===== config.mk =====
export PLATFORM = sky130hd
export DESIGN_NAME = execCore
export DESIGN_NICKNAME = d
export VERILOG_FILES = /design/src/verilog/cpuPkg.sv /design/src/verilog/alu.sv /design/src/verilog/execCore.sv /design/src/verilog/instrDecoder.sv /design/src/verilog/regFile.sv /design/src/verilog/statusReg.sv
export SDC_FILE = /design/constraint.sdc
export NUM_CORES = 1
export LEC_CHECK = 0
export ABC_AREA = 1
export BUFFER_PORTS_ARGS = -buffer_cell sky130_fd_sc_hd__buf_2
export CORE_MARGIN = 8
export CORE_UTILIZATION = 40
export DETAILED_ROUTE_END_ITERATION = 7
export PLACE_DENSITY_LB_ADDON = 0.2
export SYNTH_ARGS = -nofsm -noshare
export SYNTH_HDL_FRONTEND = slang
export SYNTH_SLANG_ARGS = --single-unit

===== constraint.sdc =====
create_clock -name clk -period 3.95 [get_ports clk]
set_clock_uncertainty 0.1 [all_clocks]
set_input_delay 0 -clock clk [delete_from_list [all_inputs] [get_ports clk]]
set_output_delay 0 -clock clk [all_outputs]
set_load 0.05 [all_outputs]

===== src/verilog/cpuPkg.sv =====
/*
 * Shared widths, opcode and extended-opcode encodings,
 * ALU operation enumeration and status flag bit positions
 */
package cpuPkg;

	// Data path and register file geometry
	localparam int DataWidth    = 16;
	localparam int RegCount     = 16;
	localparam int RegAddrWidth = 4;

	// Status register size
	localparam int FlagWidth = 5;

	// Primary opcodes, instruction bits 15..12
	localparam logic [3:0] OpRegGroup = 4'b0000;
	localparam logic [3:0] OpAndi     = 4'b0001;
	localparam logic [3:0] OpOri      = 4'b0010;
	localparam logic [3:0] OpXori     = 4'b0011;
	localparam logic [3:0] OpAddi     = 4'b0101;
	localparam logic [3:0] OpLshi     = 4'b1000;
	localparam logic [3:0] OpSubi     = 4'b1001;
	localparam logic [3:0] OpCmpi     = 4'b1011;
	localparam logic [3:0] OpMovi     = 4'b1101;
	localparam logic [3:0] OpLui      = 4'b1111;

	// Extended opcodes, bits 7..4 of a register-register word
	localparam logic [3:0] ExtAnd = 4'b0001;
	localparam logic [3:0] ExtOr  = 4'b0010;
	localparam logic [3:0] ExtXor = 4'b0011;
	localparam logic [3:0] ExtLsh = 4'b0100;
	localparam logic [3:0] ExtAdd = 4'b0101;
	localparam logic [3:0] ExtSub = 4'b1001;
	localparam logic [3:0] ExtCmp = 4'b1011;
	localparam logic [3:0] ExtMov = 4'b1101;

	// Operations the ALU knows how to carry out
	typedef enum logic [3:0] {
		aluNop,
		aluAdd,
		aluSub,
		aluCmp,
		aluAnd,
		aluOr,
		aluXor,
		aluMov,
		aluLsh,
		aluLui
	} aluOpT;

	// Bit positions inside the flag vector
	localparam int FlagC = 0;   // carry or borrow
	localparam int FlagF = 1;   // signed overflow
	localparam int FlagZ = 2;
	localparam int FlagL = 3;   // unsigned less than
	localparam int FlagN = 4;   // signed less than

endpackage


===== src/verilog/alu.sv =====
/*
 * ALU: arithmetic, logic, shift, move and LUI results,
 * next flag values and the mask of flags each operation touches
 */
module alu import cpuPkg::*;
(
	input  logic [DataWidth-1:0] operandA,
	input  logic [DataWidth-1:0] operandB,
	input  aluOpT                aluOp,
	output logic [DataWidth-1:0] result,
	output logic [FlagWidth-1:0] flagsNext,
	output logic [FlagWidth-1:0] flagMask
);

	// One extra bit holds carry out or borrow
	logic [DataWidth:0] sumWide;
	logic [DataWidth:0] diffWide;

	// Signed overflow for each direction
	logic addOverflow;
	logic subOverflow;

	// Shift amount is a signed 5-bit field of operand B
	logic signed [4:0] shiftAmount;
	logic [4:0]        shiftMag;
	logic [DataWidth-1:0] shiftResult;

	assign sumWide  = {1'b0, operandA} + {1'b0, operandB};
	assign diffWide = {1'b0, operandA} - {1'b0, operandB};

	// Same input signs but result sign flipped
	assign addOverflow = (operandA[DataWidth-1] == operandB[DataWidth-1])
		&& (sumWide[DataWidth-1] != operandA[DataWidth-1]);

	// Different input signs and result sign differs from A
	assign subOverflow = (operandA[DataWidth-1] != operandB[DataWidth-1])
		&& (diffWide[DataWidth-1] != operandA[DataWidth-1]);

	assign shiftAmount = operandB[4:0];
	// Magnitude 16 only comes from -16, and >> 16 clears everything
	assign shiftMag = -shiftAmount;

	// Negative amount is a logical right shift
	assign shiftResult = shiftAmount[4] ? (operandA >> shiftMag)
		: (operandA << shiftAmount[3:0]);

	// Data result
	always_comb
	begin
		case (aluOp)
			aluAdd:  result = sumWide[DataWidth-1:0];
			aluSub:  result = diffWide[DataWidth-1:0];
			aluCmp:  result = diffWide[DataWidth-1:0];
			aluAnd:  result = operandA & operandB;
			aluOr:   result = operandA | operandB;
			aluXor:  result = operandA ^ operandB;
			aluMov:  result = operandB;
			aluLsh:  result = shiftResult;
			aluLui:  result = {operandB[7:0], 8'h00};
			default: result = '0;
		endcase
	end

	// Flag values and which of them may change
	always_comb
	begin
		flagsNext = '0;
		flagMask  = '0;
		case (aluOp)
			aluAdd:
			begin
				flagsNext[FlagC] = sumWide[DataWidth];
				flagsNext[FlagF] = addOverflow;
				flagMask[FlagC]  = 1'b1;
				flagMask[FlagF]  = 1'b1;
			end
			aluSub:
			begin
				// Borrow shows up as the top bit of the wide difference
				flagsNext[FlagC] = diffWide[DataWidth];
				flagsNext[FlagF] = subOverflow;
				flagMask[FlagC]  = 1'b1;
				flagMask[FlagF]  = 1'b1;
			end
			aluCmp:
			begin
				flagsNext[FlagZ] = (operandA == operandB);
				flagsNext[FlagL] = (operandA < operandB);
				flagsNext[FlagN] = ($signed(operandA) < $signed(operandB));
				flagMask[FlagZ]  = 1'b1;
				flagMask[FlagL]  = 1'b1;
				flagMask[FlagN]  = 1'b1;
			end
			// Logic, shift, move and LUI keep all flags
			default:
			begin
				flagsNext = '0;
				flagMask  = '0;
			end
		endcase
	end

endmodule


===== src/verilog/execCore.sv =====
/*
 * Single-cycle execution core: decoder, register file,
 * ALU and status register with writeback monitor outputs
 */
module execCore import cpuPkg::*;
(
	input  logic                    clk,
	input  logic                    reset,
	input  logic [15:0]             instr,
	input  logic                    instrValid,
	output logic                    wbValid,
	output logic [RegAddrWidth-1:0] wbAddr,
	output logic [DataWidth-1:0]    wbData,
	output logic [FlagWidth-1:0]    flags
);

	// Register read selects
	logic [RegAddrWidth-1:0] selectA;
	logic [RegAddrWidth-1:0] selectB;

	// Decoded control and immediate
	aluOpT                aluOp;
	logic                 useImm;
	logic [DataWidth-1:0] immValue;

	// Register read data
	logic [DataWidth-1:0] readA;
	logic [DataWidth-1:0] readB;

	// Second ALU operand
	logic [DataWidth-1:0] operandB;

	// Flag update from the ALU
	logic [FlagWidth-1:0] flagsNext;
	logic [FlagWidth-1:0] flagMask;

	// Writeback port signals double as the monitor outputs
	instrDecoder u_decoder (
		.instr       (instr),
		.instrValid  (instrValid),
		.selectA     (selectA),
		.selectB     (selectB),
		.writeSelect (wbAddr),
		.writeEnable (wbValid),
		.aluOp       (aluOp),
		.useImm      (useImm),
		.immValue    (immValue)
	);

	regFile u_regFile (
		.clk         (clk),
		.reset       (reset),
		.writeEnable (wbValid),
		.writeSelect (wbAddr),
		.writeValue  (wbData),
		.selectA     (selectA),
		.selectB     (selectB),
		.readA       (readA),
		.readB       (readB)
	);

	// Immediate or Rsrc
	assign operandB = useImm ? immValue : readB;

	alu u_alu (
		.operandA  (readA),
		.operandB  (operandB),
		.aluOp     (aluOp),
		.result    (wbData),
		.flagsNext (flagsNext),
		.flagMask  (flagMask)
	);

	statusReg u_statusReg (
		.clk       (clk),
		.reset     (reset),
		.flagsNext (flagsNext),
		.flagMask  (flagMask),
		.flags     (flags)
	);

endmodule


===== src/verilog/instrDecoder.sv =====
/*
 * Instruction decoder: register selects, immediate
 * extension, ALU operation and write enable
 */
module instrDecoder import cpuPkg::*;
(
	input  logic [15:0]             instr,
	input  logic                    instrValid,
	output logic [RegAddrWidth-1:0] selectA,
	output logic [RegAddrWidth-1:0] selectB,
	output logic [RegAddrWidth-1:0] writeSelect,
	output logic                    writeEnable,
	output aluOpT                   aluOp,
	output logic                    useImm,
	output logic [DataWidth-1:0]    immValue
);

	// Instruction fields
	logic [3:0] opcode;
	logic [3:0] extOpcode;
	logic [7:0] imm8;

	// Immediate forms that take a signed byte
	logic signExtend;

	// Operation before the valid strobe is applied
	aluOpT decodedOp;

	assign opcode    = instr[15:12];
	assign extOpcode = instr[7:4];
	assign imm8      = instr[7:0];

	// Rdest is both the A operand and the destination
	assign selectA     = instr[11:8];
	assign writeSelect = instr[11:8];
	assign selectB     = instr[3:0];

	always_comb
	begin
		decodedOp  = aluNop;
		useImm     = 1'b1;
		signExtend = 1'b0;
		case (opcode)
			OpRegGroup:
			begin
				useImm = 1'b0;
				case (extOpcode)
					ExtAnd:  decodedOp = aluAnd;
					ExtOr:   decodedOp = aluOr;
					ExtXor:  decodedOp = aluXor;
					ExtLsh:  decodedOp = aluLsh;
					ExtAdd:  decodedOp = aluAdd;
					ExtSub:  decodedOp = aluSub;
					ExtCmp:  decodedOp = aluCmp;
					ExtMov:  decodedOp = aluMov;
					default: decodedOp = aluNop;
				endcase
			end
			OpAndi:  decodedOp = aluAnd;
			OpOri:   decodedOp = aluOr;
			OpXori:  decodedOp = aluXor;
			OpLshi:  decodedOp = aluLsh;
			OpLui:   decodedOp = aluLui;
			OpAddi:
			begin
				decodedOp  = aluAdd;
				signExtend = 1'b1;
			end
			OpSubi:
			begin
				decodedOp  = aluSub;
				signExtend = 1'b1;
			end
			OpCmpi:
			begin
				decodedOp  = aluCmp;
				signExtend = 1'b1;
			end
			OpMovi:
			begin
				decodedOp  = aluMov;
				signExtend = 1'b1;
			end
			default: decodedOp = aluNop;
		endcase
	end

	// Idle cycles turn into a no-op
	assign aluOp = instrValid ? decodedOp : aluNop;

	// Compare only touches flags, never Rdest
	assign writeEnable = (aluOp != aluNop) && (aluOp != aluCmp);

	// LUI moves the byte up inside the ALU
	assign immValue = signExtend ? {{(DataWidth-8){imm8[7]}}, imm8}
		: {{(DataWidth-8){1'b0}}, imm8};

endmodule


===== src/verilog/regFile.sv =====
/*
 * Sixteen general purpose registers, one-hot
 * write decode and two combinational read ports
 */
module regFile import cpuPkg::*;
(
	input  logic                    clk,
	input  logic                    reset,
	input  logic                    writeEnable,
	input  logic [RegAddrWidth-1:0] writeSelect,
	input  logic [DataWidth-1:0]    writeValue,
	input  logic [RegAddrWidth-1:0] selectA,
	input  logic [RegAddrWidth-1:0] selectB,
	output logic [DataWidth-1:0]    readA,
	output logic [DataWidth-1:0]    readB
);

	// Register bank
	logic [DataWidth-1:0] regs [RegCount];

	// One enable line per register
	logic [RegCount-1:0] writeDecode;

	always_comb
	begin
		writeDecode = '0;
		if (writeEnable)
			writeDecode[writeSelect] = 1'b1;
	end

	// Only the decoded register takes the new value
	always_ff @(posedge clk)
	begin
		for (int i = 0; i < RegCount; i++)
		begin
			if (reset)
				regs[i] <= '0;
			else if (writeDecode[i])
				regs[i] <= writeValue;
		end
	end

	// Port A mux, usually Rdest
	always_comb
	begin
		readA = regs[selectA];
	end

	// Port B mux, usually Rsrc
	always_comb
	begin
		readB = regs[selectB];
	end

endmodule


===== src/verilog/statusReg.sv =====
/*
 * Processor status register with per-flag load mask
 */
module statusReg import cpuPkg::*;
(
	input  logic                 clk,
	input  logic                 reset,
	input  logic [FlagWidth-1:0] flagsNext,
	input  logic [FlagWidth-1:0] flagMask,
	output logic [FlagWidth-1:0] flags
);

	// Masked merge of new and held flag values
	logic [FlagWidth-1:0] flagsMerged;

	always_comb
	begin
		for (int i = 0; i < FlagWidth; i++)
		begin
			// Unselected bits keep their old state
			if (flagMask[i])
				flagsMerged[i] = flagsNext[i];
			else
				flagsMerged[i] = flags[i];
		end
	end

	// All flags clear on reset
	always_ff @(posedge clk)
	begin
		if (reset)
			flags <= '0;
		else
			flags <= flagsMerged;
	end

endmodule

==> results.json <==
{
  "status": "completed",
  "htreeDepth": 1,
  "fmax_mhz": 257,
  "wire_per_inst_um": 23.6,
  "leakagePower_nw": 10.6,
  "nets": 2990,
  "hold_violations": 0,
  "initial_utilization": 0.402,
  "synth_async_sr_flop_share": 0,
  "globalplace.congestion": 0.959,
  "syn_nets": 2775,
  "cts_sinks": 261,
  "cp-startpoint": "u_regFile.regs[14][5]$_SDFFCE_PN0P_",
  "port_buffers": 44,
  "dpl.cell_count": 3499,
  "tightest_slew_ns": 1.00,
  "track_usage": 0.283,
  "critPathCaptureType": "output pin",
  "fin_crit_sh": 0.983,
  "crit_buf_inv": 6,
  "fillers": 4885,
  "whs_path_depth": 5,
  "total_power_mw": 9.17,
  "first_global_vias": 19500,
  "avgViaCountPerCell": 5.75,
  "slew_viol_final": 0,
  "timing.final.ws_setup_ns": 0.0652,
  "crit_family": "compound AO/OA/AOI/OAI gates",
  "setup_viol": 0,
  "drc": 0,
  "ys_warn_count": 0,
  "holdPathEnd": "u_regFile.regs[8][15]$_SDFFCE_PN0P_",
  "hpwl_um": 59000,
  "syn_inst": 2701,
  "switching_power_mw": 3.25,
  "cts_tree": "built",
  "hp-start": "instr[10]",
  "die_w_um": 240,
  "grt_max_degree": 74,
  "slew_headroom": 0.330,
  "hp-class": "in -> reg",
  "clkLatencyLatePin_ns": 0.61,
  "reg2reg_to": "u_regFile.regs[9][12]$_SDFFCE_PN0P_",
  "fin_cells": 3609,
  "fp.dieArea_um2": 57600,
  "grt_pass1_wl_um": 122000,
  "antenna_cells": 0,
  "place_ws_ns": -0.103,
  "synth-seq-cells": 261,
  "arrival_ns": 3.78,
  "start_kind": "register",
  "power_frac_comb": 0.342,
  "syn_avg_cell_area_um2": 7.43,
  "yosysUniqueCellTypes": 58,
  "final_common_cell": "nand2_1",
  "crit_slowest_cell": "o211ai_1",
  "required_ns": 3.85,
  "cp_cell_sequence": "o21ai_0 -> o211ai_1 -> nand3_1 -> nand3b_1 -> inv_2 -> ha_4 -> inv_4 -> buf_6 -> nand2_4 -> buf_4 -> o21bai_1 -> a21oi_2 -> o22ai_1 -> nand2_1 -> nand2_1 -> a21oi_4 -> buf_12 -> nand2_2 -> buf_6",
  "grt_overflow": 0,
  "syn_area_um2": 20100,
  "p_seq_frac": 0.350,
  "min_period_ns": 3.88,
  "fp-row-count": 82,
  "drv_cap": 0,
  "cts_buffer_depth": 3,
  "reg2reg_depth": 16,
  "swShare": 0.354,
  "yosysSeqAreaShare": 0.388,
  "drtIter0Drc": 2436,
  "powerDensity_nw_per_um2": 375,
  "antenna_found_initial": 0,
  "cts-buffers-inserted": 30,
  "floorplan.die.height_um": 240,
  "fin_hold_ws_ns": 0.0894,
  "cp_max_fo": 7,
  "slowest_delay_ns": 0.44,
  "cts-root-buf": "clkbuf_16",
  "final_antenna_net_count": 0,
  "vias": 20700,
  "dr.pass1.iters": 6,
  "wl_um": 85000,
  "ir_drop_v": 0.000363,
  "p_int_mw": 5.92,
  "core_area_um2": 49900,
  "worstSetupPathType": "reg -> out",
  "rr_startpoint": "u_regFile.regs[14][5]$_SDFFCE_PN0P_",
  "ys.flop_type": "edfxtp_1",
  "mostFrequentLayoutCells": "642 x nand2_1, 388 x nor2_1, 267 x buf_4",
  "rrSetupSlack_ns": 0.17,
  "clk_pin_slew_ns": 0.06,
  "clkPwrFrac": 0.308,
  "syn_to_final_growth_pct": 22.0,
  "rsz0062_at_grt": "true",
  "io_pins": 45,
  "synth_edf_count": 256,
  "drive_gt1_frac": 0.257
}
worst register-to-register path, stage by stage (launching register included):
cell      delay, ns
edfxtp_1       0.34
o21ai_0        0.08
o211ai_1       0.44
nand3_1        0.20
nand3b_1       0.23
inv_2          0.08
ha_4           0.30
o21bai_4       0.17
a21oi_2        0.08
o211ai_1       0.41
a21oi_1        0.13
o21ai_1        0.10
nand4_1        0.16
nor2_4         0.16
buf_12         0.13
buf_4          0.34
nor2_1         0.07
metrics by stage:
stage / setup TNS (ns) / utilization / cell area, um^2
2_1_floorplan: 0 / - / 20100
3_3_place_gp: -1.39 / 0.446 / 22200
3_5_place_dp: -2.43 / 0.446 / 22200
4_1_cts: 0 / 0.473 / 23600
5_1_grt: -0.424 / 0.491 / 24500
6_report: 0 / 0.491 / 24500
worst max path at each step:
stage | endpoint | slack, ns | depth (start not counted)
CTS | wbData[14] | 0.0003 | 19
floorplan | u_regFile.regs[10][15]$_SDFFCE_PN0P_ | 0.31 | 27
finish | wbData[6] | 0.07 | 19
detailed placement | u_regFile.regs[3][12]$_SDFFCE_PN0P_ | -0.10 | 19
global placement | u_regFile.regs[9][12]$_SDFFCE_PN0P_ | -0.09 | 19
global route | wbData[12] | -0.09 | 21
timing repair:
action / in CTS / in global routing
endpoints found under the setup margin: 14 / 72
setup buffers: 13 / 39
pin swaps: 27 / 62
resized for setup: 71 / 137
endpoints found under the hold margin: 18 / 0
gates cloned: 0 / 2
hold buffers: 3 / 0
power by group through the flow:
stage | clock network, mW | registers [mW] | logic [mW]
final | 2.82 | 3.21 | 3.14
after global routing | 2.93 | 3.22 | 3.33
after CTS | 2.83 | 3.21 | 2.81
after detailed placement | 0 | 3.26 | 2.69
after global placement | 0 | 3.26 | 2.67
after floorplan | 0 | 3.25 | 1.59
Yosys cell counts (all sizes together) (3+ instances only):
master | number | area share
dfxtp | 5 | 0.0050
nand2 | 709 | 0.14
nand3 | 278 | 0.074
ha | 53 | 0.033
nor3 | 12 | 0.0035
nand4 | 17 | 0.0056
inv | 240 | 0.046
and3 | 3 | 0.00094
xor2 | 9 | 0.0039
buf | 151 | 0.055
nand3b | 3 | 0.0013
nor2 | 452 | 0.097
a21oi | 325 | 0.096
o22ai | 13 | 0.0041
clkinv | 4 | 0.00075
o211ai | 12 | 0.0045
a31oi | 7 | 0.0022
o221ai | 4 | 0.0017
o21bai | 3 | 0.0011
edfxtp | 256 | 0.38
clkbuf | 15 | 0.0028
a22oi | 11 | 0.0041
o21ai | 99 | 0.025
final cells by class:
cell class | count | area, um^2 | share of cell area
multi-input cells | 2030 | 10900 | 0.443
clock buffers | 33 | 762 | 0.0311
well taps | 672 | 841 | 0.0344
clock inverters | 20 | 210 | 0.00859
inverters | 244 | 942 | 0.0385
repair buffers | 349 | 3080 | 0.126
flip-flops and latches | 261 | 7790 | 0.318
logic make-up (layout without fill, tap and decap cells):
logic type / after synthesis / count (layout) / share of synthesized area
compound gates: 489 / 489 / 0.145
buf+inv: 410 / 646 / 0.105
simple gates: 1477 / 1477 / 0.324
flops: 261 / 261 / 0.388
xor+xnor: 9 / 9 / 0.00393
fa+ha+maj: 55 / 55 / 0.0350
flip-flops by register name, summed over array words and instances, names as in the netlist:
name and flops:
u_regFile.regs 256, u_statusReg.flags 5
layer usage:
metal,track usage,vias to the layer above,part of all wire
li1,-,9364,-
met1,0.375,9932,0.40
met2,0.438,1206,0.44
met3,0.0473,244,0.099
met4,0.155,0,0.057
met5,0,-,0
Note: power is estimated with default switching activity, not from simulation.
